`config.mk`:
```
export PLATFORM = sky130hd
export DESIGN_NAME = rpc_config_reg
export DESIGN_NICKNAME = d
export VERILOG_FILES = /design/src/design/rpc_cfg_pkg.sv /design/src/design/cfg_bus_decode.sv /design/src/design/cfg_reg_bank.sv /design/src/design/direct_cmd_fifo.sv /design/src/design/cfg_read_mux.sv /design/src/design/rpc_config_reg.sv
export SDC_FILE = /design/constraint.sdc
export NUM_CORES = 1
export LEC_CHECK = 0
export ABC_AREA = 1
export BUFFER_PORTS_ARGS = -buffer_cell sky130_fd_sc_hd__buf_2
export CORE_ASPECT_RATIO = 1.25
export CORE_MARGIN = 2
export CORE_UTILIZATION = 52
export DETAILED_ROUTE_END_ITERATION = 8
export GPL_TIMING_DRIVEN = 0
export PLACE_DENSITY = 0.77
export SYNTH_ARGS = -nofsm -noshare
export SYNTH_HDL_FRONTEND = slang
export SYNTH_SLANG_ARGS = --single-unit
```
`constraint.sdc`:
```
create_clock -name clk_i -period 2.1 [get_ports clk_i]
set_input_delay 0.105 -clock clk_i [delete_from_list [all_inputs] [get_ports clk_i]]
set_output_delay 0.105 -clock clk_i [all_outputs]
set_load 0.03 [all_outputs]
```
`src/design/rpc_cfg_pkg.sv`:
```
// RPC configuration register definitions
package rpc_cfg_pkg;

  // -------------------------------------------------------------------------
  // Widths
  // -------------------------------------------------------------------------

  // Bus data word and stored register word
  localparam int unsigned REG_WIDTH       = 32;
  // Register bus address
  localparam int unsigned ADDR_WIDTH      = 5;
  // Direct command as seen by the command sequencer
  localparam int unsigned CMD_WIDTH       = 19;
  // PHY delay-line tap setting
  localparam int unsigned DELAY_CFG_WIDTH = 5;

  // -------------------------------------------------------------------------
  // Register map
  // -------------------------------------------------------------------------

  localparam logic [ADDR_WIDTH-1:0] ADDR_INIT_CFG    = 5'd0;
  localparam logic [ADDR_WIDTH-1:0] ADDR_INIT_COMP   = 5'd1;
  localparam logic [ADDR_WIDTH-1:0] ADDR_DIRECT_CMD  = 5'd2;
  localparam logic [ADDR_WIDTH-1:0] ADDR_REF_TIMER   = 5'd3;
  localparam logic [ADDR_WIDTH-1:0] ADDR_DLY_CLK90   = 5'd4;
  localparam logic [ADDR_WIDTH-1:0] ADDR_DLY_DQS_I   = 5'd5;
  localparam logic [ADDR_WIDTH-1:0] ADDR_DLY_DQS_NI  = 5'd6;
  // Timing array base, one entry every 4 addresses
  localparam logic [ADDR_WIDTH-1:0] ADDR_TIMING_BASE = 5'd16;
  localparam int unsigned           NUM_TIMING_CFG   = 4;

  // Register select from address decode
  typedef enum logic [3:0] {
    SEL_INIT_CFG,
    SEL_INIT_COMP,
    SEL_DIRECT_CMD,
    SEL_REF_TIMER,
    SEL_DLY_CLK90,
    SEL_DLY_DQS_I,
    SEL_DLY_DQS_NI,
    SEL_TIMING,
    SEL_NONE
  } reg_sel_e;

  // Register bus FSM
  typedef enum logic {
    ST_IDLE,
    ST_BUSY
  } bus_state_e;

endpackage

```
`src/design/cfg_bus_decode.sv`:
```
// Register bus FSM and address decode
`timescale 1ns/1ps

module cfg_bus_decode (
  input  logic                                         clk_i,
  input  logic                                         rst_ni,
  input  logic                                         valid_i,
  input  logic                                         write_i,
  input  logic [rpc_cfg_pkg::ADDR_WIDTH-1:0]           addr_i,
  input  logic                                         fifo_not_full_i,
  output logic                                         ready_o,
  output logic                                         wr_en_o,
  output logic                                         rd_en_o,
  output rpc_cfg_pkg::reg_sel_e                        sel_o,
  output logic [$clog2(rpc_cfg_pkg::NUM_TIMING_CFG)-1:0] timing_idx_o
);

  localparam int unsigned IDX_WIDTH = $clog2(rpc_cfg_pkg::NUM_TIMING_CFG);

  rpc_cfg_pkg::bus_state_e state_d, state_q;
  logic [rpc_cfg_pkg::ADDR_WIDTH-1:0] timing_off;
  logic stall;

  // -------------------------------------------------------------------------
  // Address decode
  // -------------------------------------------------------------------------

  always_comb begin
    // Offset into timing array, stride of 4
    timing_off   = addr_i - rpc_cfg_pkg::ADDR_TIMING_BASE;
    timing_idx_o = timing_off[IDX_WIDTH+1:2];
    if (addr_i >= rpc_cfg_pkg::ADDR_TIMING_BASE) begin
      sel_o = rpc_cfg_pkg::SEL_TIMING;
    end else begin
      case (addr_i)
        rpc_cfg_pkg::ADDR_INIT_CFG:   sel_o = rpc_cfg_pkg::SEL_INIT_CFG;
        rpc_cfg_pkg::ADDR_INIT_COMP:  sel_o = rpc_cfg_pkg::SEL_INIT_COMP;
        rpc_cfg_pkg::ADDR_DIRECT_CMD: sel_o = rpc_cfg_pkg::SEL_DIRECT_CMD;
        rpc_cfg_pkg::ADDR_REF_TIMER:  sel_o = rpc_cfg_pkg::SEL_REF_TIMER;
        rpc_cfg_pkg::ADDR_DLY_CLK90:  sel_o = rpc_cfg_pkg::SEL_DLY_CLK90;
        rpc_cfg_pkg::ADDR_DLY_DQS_I:  sel_o = rpc_cfg_pkg::SEL_DLY_DQS_I;
        rpc_cfg_pkg::ADDR_DLY_DQS_NI: sel_o = rpc_cfg_pkg::SEL_DLY_DQS_NI;
        // Hole between 7 and 15
        default:                      sel_o = rpc_cfg_pkg::SEL_NONE;
      endcase
    end
  end

  // Command write with no free FIFO slot
  assign stall = write_i && (sel_o == rpc_cfg_pkg::SEL_DIRECT_CMD) && !fifo_not_full_i;

  // -------------------------------------------------------------------------
  // Bus FSM
  // -------------------------------------------------------------------------

  always_comb begin
    state_d = state_q;
    ready_o = 1'b0;
    wr_en_o = 1'b0;
    rd_en_o = 1'b0;
    case (state_q)
      // Wait for host request
      rpc_cfg_pkg::ST_IDLE: begin
        if (valid_i) begin
          state_d = rpc_cfg_pkg::ST_BUSY;
        end
      end
      // Complete unless held off by the FIFO
      rpc_cfg_pkg::ST_BUSY: begin
        if (!stall) begin
          ready_o = 1'b1;
          wr_en_o = write_i;
          rd_en_o = !write_i;
          state_d = rpc_cfg_pkg::ST_IDLE;
        end
      end
      default: state_d = rpc_cfg_pkg::ST_IDLE;
    endcase
  end

  always_ff @(posedge clk_i or negedge rst_ni) begin
    if (!rst_ni) begin
      state_q <= rpc_cfg_pkg::ST_IDLE;
    end else begin
      state_q <= state_d;
    end
  end

endmodule

```
`src/design/cfg_reg_bank.sv`:
```
// Configuration register storage
`timescale 1ns/1ps

module cfg_reg_bank (
  input  logic                                        clk_i,
  input  logic                                        rst_ni,
  input  logic                                        wr_en_i,
  input  rpc_cfg_pkg::reg_sel_e                       sel_i,
  input  logic [$clog2(rpc_cfg_pkg::NUM_TIMING_CFG)-1:0] timing_idx_i,
  input  logic [rpc_cfg_pkg::REG_WIDTH-1:0]           wdata_i,
  input  logic                                        rpc_init_completed_i,
  output logic [rpc_cfg_pkg::REG_WIDTH-1:0]           init_cfg_o,
  output logic [rpc_cfg_pkg::REG_WIDTH-1:0]           ref_cfg_o,
  output logic [rpc_cfg_pkg::REG_WIDTH-1:0]           last_cmd_o,
  output logic [rpc_cfg_pkg::REG_WIDTH-1:0]           dly_clk90_o,
  output logic [rpc_cfg_pkg::REG_WIDTH-1:0]           dly_dqs_i_o,
  output logic [rpc_cfg_pkg::REG_WIDTH-1:0]           dly_dqs_ni_o,
  output logic [rpc_cfg_pkg::NUM_TIMING_CFG-1:0][rpc_cfg_pkg::REG_WIDTH-1:0] timing_cfg_o,
  output logic                                        launch_dram_init_o,
  output logic                                        launch_ref_o,
  output logic                                        init_done_o
);

  // -------------------------------------------------------------------------
  // Launch pulses
  // -------------------------------------------------------------------------

  // One cycle wide, aligned with the new config word
  always_ff @(posedge clk_i or negedge rst_ni) begin
    if (!rst_ni) begin
      launch_dram_init_o <= 1'b0;
      launch_ref_o       <= 1'b0;
    end else begin
      launch_dram_init_o <= wr_en_i && (sel_i == rpc_cfg_pkg::SEL_INIT_CFG);
      launch_ref_o       <= wr_en_i && (sel_i == rpc_cfg_pkg::SEL_REF_TIMER);
    end
  end

  // -------------------------------------------------------------------------
  // Configuration words
  // -------------------------------------------------------------------------

  always_ff @(posedge clk_i or negedge rst_ni) begin
    if (!rst_ni) begin
      init_cfg_o   <= '0;
      ref_cfg_o    <= '0;
      last_cmd_o   <= '0;
      dly_clk90_o  <= '0;
      dly_dqs_i_o  <= '0;
      dly_dqs_ni_o <= '0;
      timing_cfg_o <= '0;
    end else if (wr_en_i) begin
      case (sel_i)
        rpc_cfg_pkg::SEL_INIT_CFG:   init_cfg_o   <= wdata_i;
        rpc_cfg_pkg::SEL_REF_TIMER:  ref_cfg_o    <= wdata_i;
        // Copy of last accepted command for read-back
        rpc_cfg_pkg::SEL_DIRECT_CMD: last_cmd_o   <= wdata_i;
        rpc_cfg_pkg::SEL_DLY_CLK90:  dly_clk90_o  <= wdata_i;
        rpc_cfg_pkg::SEL_DLY_DQS_I:  dly_dqs_i_o  <= wdata_i;
        rpc_cfg_pkg::SEL_DLY_DQS_NI: dly_dqs_ni_o <= wdata_i;
        rpc_cfg_pkg::SEL_TIMING:     timing_cfg_o[timing_idx_i] <= wdata_i;
        // Init-complete is read only, unmapped writes dropped
        default: begin
        end
      endcase
    end
  end

  // -------------------------------------------------------------------------
  // Init-complete flag
  // -------------------------------------------------------------------------

  // Sticky once the sequencer reports init done
  always_ff @(posedge clk_i or negedge rst_ni) begin
    if (!rst_ni) begin
      init_done_o <= 1'b0;
    end else if (rpc_init_completed_i) begin
      init_done_o <= 1'b1;
    end
  end

endmodule

```
`src/design/direct_cmd_fifo.sv`:
```
// Direct command FIFO
`timescale 1ns/1ps

module direct_cmd_fifo #(
  parameter int unsigned CMD_FIFO_DEPTH = 4
) (
  input  logic                              clk_i,
  input  logic                              rst_ni,
  input  logic                              push_i,
  input  logic [rpc_cfg_pkg::CMD_WIDTH-1:0] data_i,
  output logic                              not_full_o,
  output logic                              valid_o,
  output logic [rpc_cfg_pkg::CMD_WIDTH-1:0] data_o,
  input  logic                              ready_i
);

  localparam int unsigned PTR_WIDTH = $clog2(CMD_FIFO_DEPTH);
  localparam int unsigned CNT_WIDTH = $clog2(CMD_FIFO_DEPTH + 1);

  logic [rpc_cfg_pkg::CMD_WIDTH-1:0] mem_q [CMD_FIFO_DEPTH];
  logic [PTR_WIDTH-1:0] wr_ptr_q, rd_ptr_q;
  logic [CNT_WIDTH-1:0] count_q;
  logic full;
  logic pop;

  // Pointer advance with wrap, any depth
  function automatic logic [PTR_WIDTH-1:0] ptr_inc(input logic [PTR_WIDTH-1:0] ptr);
    if (ptr == PTR_WIDTH'(CMD_FIFO_DEPTH - 1)) begin
      return '0;
    end else begin
      return ptr + 1'b1;
    end
  endfunction

  // Status
  assign full    = (count_q == CNT_WIDTH'(CMD_FIFO_DEPTH));
  assign valid_o = (count_q != '0);
  assign pop     = valid_o && ready_i;
  // A pop in this cycle frees the slot for a same-cycle push
  assign not_full_o = !full || pop;

  // Oldest entry, no fall-through
  assign data_o = mem_q[rd_ptr_q];

  // Storage
  always_ff @(posedge clk_i) begin
    if (push_i) begin
      mem_q[wr_ptr_q] <= data_i;
    end
  end

  // Pointers and occupancy
  always_ff @(posedge clk_i or negedge rst_ni) begin
    if (!rst_ni) begin
      wr_ptr_q <= '0;
      rd_ptr_q <= '0;
      count_q  <= '0;
    end else begin
      if (push_i) begin
        wr_ptr_q <= ptr_inc(wr_ptr_q);
      end
      if (pop) begin
        rd_ptr_q <= ptr_inc(rd_ptr_q);
      end
      case ({push_i, pop})
        2'b10:   count_q <= count_q + 1'b1;
        2'b01:   count_q <= count_q - 1'b1;
        default: count_q <= count_q;
      endcase
    end
  end

endmodule

```
`src/design/cfg_read_mux.sv`:
```
// Register read-back multiplexer
`timescale 1ns/1ps

module cfg_read_mux (
  input  logic                                        rd_en_i,
  input  rpc_cfg_pkg::reg_sel_e                       sel_i,
  input  logic [$clog2(rpc_cfg_pkg::NUM_TIMING_CFG)-1:0] timing_idx_i,
  input  logic [rpc_cfg_pkg::REG_WIDTH-1:0]           init_cfg_i,
  input  logic [rpc_cfg_pkg::REG_WIDTH-1:0]           ref_cfg_i,
  input  logic [rpc_cfg_pkg::REG_WIDTH-1:0]           last_cmd_i,
  input  logic [rpc_cfg_pkg::REG_WIDTH-1:0]           dly_clk90_i,
  input  logic [rpc_cfg_pkg::REG_WIDTH-1:0]           dly_dqs_i_i,
  input  logic [rpc_cfg_pkg::REG_WIDTH-1:0]           dly_dqs_ni_i,
  input  logic [rpc_cfg_pkg::NUM_TIMING_CFG-1:0][rpc_cfg_pkg::REG_WIDTH-1:0] timing_cfg_i,
  input  logic                                        init_done_i,
  output logic [rpc_cfg_pkg::REG_WIDTH-1:0]           rdata_o,
  output logic                                        error_o
);

  // Idle bus reads as zero, no error
  always_comb begin
    rdata_o = '0;
    error_o = 1'b0;
    if (rd_en_i) begin
      case (sel_i)
        rpc_cfg_pkg::SEL_INIT_CFG:   rdata_o = init_cfg_i;
        // Flag zero-extended to the bus word
        rpc_cfg_pkg::SEL_INIT_COMP:  rdata_o = {{(rpc_cfg_pkg::REG_WIDTH-1){1'b0}}, init_done_i};
        rpc_cfg_pkg::SEL_DIRECT_CMD: rdata_o = last_cmd_i;
        rpc_cfg_pkg::SEL_REF_TIMER:  rdata_o = ref_cfg_i;
        rpc_cfg_pkg::SEL_DLY_CLK90:  rdata_o = dly_clk90_i;
        rpc_cfg_pkg::SEL_DLY_DQS_I:  rdata_o = dly_dqs_i_i;
        rpc_cfg_pkg::SEL_DLY_DQS_NI: rdata_o = dly_dqs_ni_i;
        rpc_cfg_pkg::SEL_TIMING:     rdata_o = timing_cfg_i[timing_idx_i];
        // Unmapped address
        default: begin
          rdata_o = '0;
          error_o = 1'b1;
        end
      endcase
    end
  end

endmodule

```
`src/design/rpc_config_reg.sv`:
```
// RPC configuration register block
`timescale 1ns/1ps

module rpc_config_reg #(
  parameter int unsigned CMD_FIFO_DEPTH = 4
) (
  input  logic                                    clk_i,
  input  logic                                    rst_ni,
  // Register bus
  input  logic                                    valid_i,
  input  logic                                    write_i,
  input  logic [rpc_cfg_pkg::ADDR_WIDTH-1:0]      addr_i,
  input  logic [rpc_cfg_pkg::REG_WIDTH-1:0]       wdata_i,
  output logic                                    ready_o,
  output logic [rpc_cfg_pkg::REG_WIDTH-1:0]       rdata_o,
  output logic                                    error_o,
  // Direct commands to the sequencer
  input  logic                                    direct_cmd_ready_i,
  output logic                                    direct_cmd_valid_o,
  output logic [rpc_cfg_pkg::CMD_WIDTH-1:0]       direct_cmd_o,
  // Init and refresh timers
  output logic                                    launch_dram_init_o,
  output logic [rpc_cfg_pkg::REG_WIDTH-1:0]       dram_init_cfg_o,
  output logic                                    launch_ref_o,
  output logic [rpc_cfg_pkg::REG_WIDTH-1:0]       ref_cfg_o,
  // PHY delay lines and timing FSM
  output logic [rpc_cfg_pkg::DELAY_CFG_WIDTH-1:0] phy_clk90_dly_o,
  output logic [rpc_cfg_pkg::DELAY_CFG_WIDTH-1:0] phy_dqs_i_dly_o,
  output logic [rpc_cfg_pkg::DELAY_CFG_WIDTH-1:0] phy_dqs_ni_dly_o,
  output logic [rpc_cfg_pkg::NUM_TIMING_CFG-1:0][rpc_cfg_pkg::REG_WIDTH-1:0] phy_timing_cfg_o,
  // Sequencer status
  input  logic                                    rpc_init_completed_i
);

  localparam int unsigned IDX_WIDTH = $clog2(rpc_cfg_pkg::NUM_TIMING_CFG);

  logic wr_en, rd_en;
  rpc_cfg_pkg::reg_sel_e sel;
  logic [IDX_WIDTH-1:0] timing_idx;
  logic fifo_not_full, fifo_push;
  logic init_done;
  logic [rpc_cfg_pkg::REG_WIDTH-1:0] last_cmd, dly_clk90, dly_dqs_i, dly_dqs_ni;

  // -------------------------------------------------------------------------
  // Decode
  // -------------------------------------------------------------------------

  cfg_bus_decode u_decode (
    .clk_i          (clk_i),
    .rst_ni         (rst_ni),
    .valid_i        (valid_i),
    .write_i        (write_i),
    .addr_i         (addr_i),
    .fifo_not_full_i(fifo_not_full),
    .ready_o        (ready_o),
    .wr_en_o        (wr_en),
    .rd_en_o        (rd_en),
    .sel_o          (sel),
    .timing_idx_o   (timing_idx)
  );

  // -------------------------------------------------------------------------
  // Execute
  // -------------------------------------------------------------------------

  cfg_reg_bank u_bank (
    .clk_i               (clk_i),
    .rst_ni              (rst_ni),
    .wr_en_i             (wr_en),
    .sel_i               (sel),
    .timing_idx_i        (timing_idx),
    .wdata_i             (wdata_i),
    .rpc_init_completed_i(rpc_init_completed_i),
    .init_cfg_o          (dram_init_cfg_o),
    .ref_cfg_o           (ref_cfg_o),
    .last_cmd_o          (last_cmd),
    .dly_clk90_o         (dly_clk90),
    .dly_dqs_i_o         (dly_dqs_i),
    .dly_dqs_ni_o        (dly_dqs_ni),
    .timing_cfg_o        (phy_timing_cfg_o),
    .launch_dram_init_o  (launch_dram_init_o),
    .launch_ref_o        (launch_ref_o),
    .init_done_o         (init_done)
  );

  // Push only on accepted command writes
  assign fifo_push = wr_en && (sel == rpc_cfg_pkg::SEL_DIRECT_CMD) && fifo_not_full;

  direct_cmd_fifo #(
    .CMD_FIFO_DEPTH(CMD_FIFO_DEPTH)
  ) u_cmd_fifo (
    .clk_i     (clk_i),
    .rst_ni    (rst_ni),
    .push_i    (fifo_push),
    .data_i    (wdata_i[rpc_cfg_pkg::CMD_WIDTH-1:0]),
    .not_full_o(fifo_not_full),
    .valid_o   (direct_cmd_valid_o),
    .data_o    (direct_cmd_o),
    .ready_i   (direct_cmd_ready_i)
  );

  // Delay taps are the low bits of the stored words
  assign phy_clk90_dly_o  = dly_clk90[rpc_cfg_pkg::DELAY_CFG_WIDTH-1:0];
  assign phy_dqs_i_dly_o  = dly_dqs_i[rpc_cfg_pkg::DELAY_CFG_WIDTH-1:0];
  assign phy_dqs_ni_dly_o = dly_dqs_ni[rpc_cfg_pkg::DELAY_CFG_WIDTH-1:0];

  // -------------------------------------------------------------------------
  // Result
  // -------------------------------------------------------------------------

  cfg_read_mux u_read_mux (
    .rd_en_i     (rd_en),
    .sel_i       (sel),
    .timing_idx_i(timing_idx),
    .init_cfg_i  (dram_init_cfg_o),
    .ref_cfg_i   (ref_cfg_o),
    .last_cmd_i  (last_cmd),
    .dly_clk90_i (dly_clk90),
    .dly_dqs_i_i (dly_dqs_i),
    .dly_dqs_ni_i(dly_dqs_ni),
    .timing_cfg_i(phy_timing_cfg_o),
    .init_done_i (init_done),
    .rdata_o     (rdata_o),
    .error_o     (error_o)
  );

endmodule

```
==> results.cfg <==
[worst_setup_path]
cp.arrival_ns = 2.04
required_ns = 2.00
end_kind = primary output
slowest_stage = buf_1
path_cells = buf_2 -> inv_2 -> buf_1 -> nand4_1 -> nand3_1 -> nor2_1 -> a21oi_1 -> buf_2
crit_type = in -> out
cpPeakStageDelay_ns = 0.66
path_max_fanout = 10
critPathMostFrequentCell = buf_2
start_kind = primary input

[pwr]
intPower_uw = 18600
p_leak_uw = 0.0119
clockPowerShare_pct = 24.0
pwr-share-seq_pct = 37.2
pwr-share-comb_pct = 38.8
swShare_pct = 43.5
powerDensity_nw_per_um2 = 1390
irDropWorstVdd_v = 0.00137
switching_power_uw = 14300

[die]
rows = 78
die_y_um = 219
core_area_sq_um = 36300
die_w_um = 176
die-area_sq_um = 38400
start_util_pct = 52.8
ios = 306

[sta]
slew_headroom_pct = 20.0
rsz0062_at_grt = true
setup_violations = 8
finClkSkew_ns = 0.0122
worst_pin_slew_ns = 1.20
tns_ns = -0.149
layout_setup_ws_ns = -0.0475
fin_crit_sh_pct = 102
fin_crit_ns = 2.15
max_freq_mhz = 466
hold_violations = 0
slew_violations = 0

[layout]
stdcell_area_sq_um = 23700
stdcell_count = 3187
post-route-util_pct = 65.3
area_delta_synth_final_pct = 23.6
final_layout_size_suffix_gt1_share_pct = 22.0
diodes = 0
final_nets = 2724

[place]
placed_cells = 3060
dp_hpwl_um = 55100
port_buffers = 297
place_area_sq_um = 21400
globalplace.congestion = 1.05

[clock_network]
cts_tree = built
clk_pin_slew_ns = 0.06
clockBufferDepth = 3
htree_levels = 2
root_buffer = clkbuf_16
cts-buffers-inserted = 42
cts_sinks = 407
clock_latency_ns = 0.57

[route]
drc_errors = 0
via_per_inst = 6.06
first_pass_iters = 6
vias = 19317
drt_iter0_drc = 2383
wirelength_um = 76800
ant_nets = 0
wl_per_cell_um = 24.1

[global_route]
grt_pass1_vias = 18275
grt_max_degree = 123
overflow = 0
antenna_found_initial = 1
grt_pass1_wl_um = 112000
track_usage_pct = 39.5

[flow_run]
maxCapViolations = 0

[synthesis]
yosys-top-cells-area = dfrtp_1 (43%), nand2_1 (14%), edfxtp_1 (12%), nand4_1 (7.4%), nor2_1 (4.1%)
syn_nets = 2327
synth_edf_count = 76
yosysUniqueCellTypes = 33
synth_commonest_cells = nand2_1 (698), dfrtp_1 (331), nand4_1 (226)
yosys_warnings = 0
avgSynthCellArea_sq_um = 8.42
seq_area_frac_synth_pct = 55.1
postSynthCellCount = 2277
synth_ff_type = dfrtp_1
yosys.area.top_type = dfrtp_1
synth_top_cell_area_share_pct = 43.2
ys_ff_latch = 407
syn-cell-area_sq_um = 19200
async_reset_ff_share_pct = 81.3
yosysMostFrequentCell = nand2_1

[worst_hold_path]
hp-class = in -> reg

[run_status]
status = finished, violations left
violations = negative setup slack
## registers in the layout, indices dropped and copies added, names as in the netlist
name / flops
u_bank.dly_clk90_o: 32
u_bank.dly_dqs_i_o: 32
u_bank.dly_dqs_ni_o: 32
u_bank.init_cfg_o: 32
u_bank.init_done_o: 1
u_bank.last_cmd_o: 32
u_bank.launch_dram_init_o: 1
u_bank.launch_ref_o: 1
u_bank.ref_cfg_o: 32
u_bank.timing_cfg_o: 128
u_cmd_fifo.count_q: 3
u_cmd_fifo.mem_q: 76
u_cmd_fifo.rd_ptr_q: 2
u_cmd_fifo.wr_ptr_q: 2
u_decode.state_q: 1
## power groups by stage
| stage | combinational, uW | sequential (uW) | clock [uW] |
|---|---|---|---|
| 5_1_grt | 13600 | 12400 | 8180 |
| 3_5_place_dp | 12000 | 12200 | 0 |
| 2_1_floorplan | 5000 | 14700 | 0 |
| 4_1_cts | 12500 | 12100 | 7890 |
| 3_3_place_gp | 11700 | 12200 | 0 |
| 6_report | 12800 | 12200 | 7890 |
## routing by layer
metal / share of wire [%] / GRT usage, %
met1: 36 / 49.6
met2: 46 / 63.5
met3: 11 / 7.59
met4: 7.4 / 24.4
met5: 0.017 / 0
## kinds of logic after synthesis
kind of cell | synth area share [%]
xor+xnor | 0.0914
simple gates | 28.1
buf+inv | 7.35
fa+ha+maj | 0.496
flops | 55.1
compound gates | 7.30
mux | 1.53
## placed cells by master (no fill, tap or decap), drive strengths merged, types with 8 or more instances in the layout
cell and n:
inv 128, buf 442, clkbuf 147, nand2 699
clkinv 8, edfxtp 76, o22ai 19, nand3 85
nor2 218, dfrtp 331, o21ai 136, a21oi 118
dlygate4sd3 29, nand4 227, mux2 26
## stage by stage
| stage | hold WS [ns] | power (uW) | worst slack (ns) |
|---|---|---|---|
| after floorplan | -0.191 | 19700 | -0.0514 |
| after global placement | 0.324 | 23900 | -5.45 |
| after detailed placement | 0.190 | 24200 | -0.573 |
| after CTS | 0.0147 | 32500 | -0.0141 |
| after global routing | 0.0539 | 34100 | -0.0562 |
| final | 0.0256 | 32900 | -0.0475 |
## critical path, delay by kind of cell
| family | cells | cell delay (ns) |
|---|---|---|
| AOI/OAI and AO/OA | 1 | 0.24 |
| and+or+nand+nor | 3 | 0.47 |
| buffers and inverters | 4 | 1.22 |
## final timing paths
path | slack, ns | depth (start not counted) | endpoint | startpoint
worst max-delay path | -0.05 | 8 | rdata_o[5] | addr_i[4]
worst min-delay path | 0.03 | 5 | u_cmd_fifo.rd_ptr_q[0]$_DFFE_PN0P_ | direct_cmd_ready_i
worst max register to register | -0.03 | 4 | u_bank.timing_cfg_o[69]$_DFFE_PN0P_ | u_decode.state_q$_DFF_PN0_
worst min register to register | 0.47 | 2 | u_bank.dly_dqs_i_o[17]$_DFFE_PN0P_ | u_bank.dly_dqs_i_o[17]$_DFFE_PN0P_
max in group asynchronous | 0.80 | 3 | u_bank.timing_cfg_o[55]$_DFFE_PN0P_ | rst_ni
min in group asynchronous | 0.18 | 2 | u_bank.dly_clk90_o[18]$_DFFE_PN0P_ | rst_ni
## layout make-up
class	count	area [sq um]
fillers	3052	12600
flip-flops and latches	407	10600
multi-input cells	1542	7410
repair buffers	354	2130
clock buffers	65	1290
plain buffers	199	1050
well taps	480	601
inverters	128	485
clock inverters	12	155
## timing repair
action,CTS,global route
hold buffers,29,0
pin swaps,9,6
buffers inserted,16,6
resized for setup,80,69
endpoints found under the hold margin,234,0
setup endpoints to repair,131,158
No activity file was read; power rests on OpenSTA's default activity.
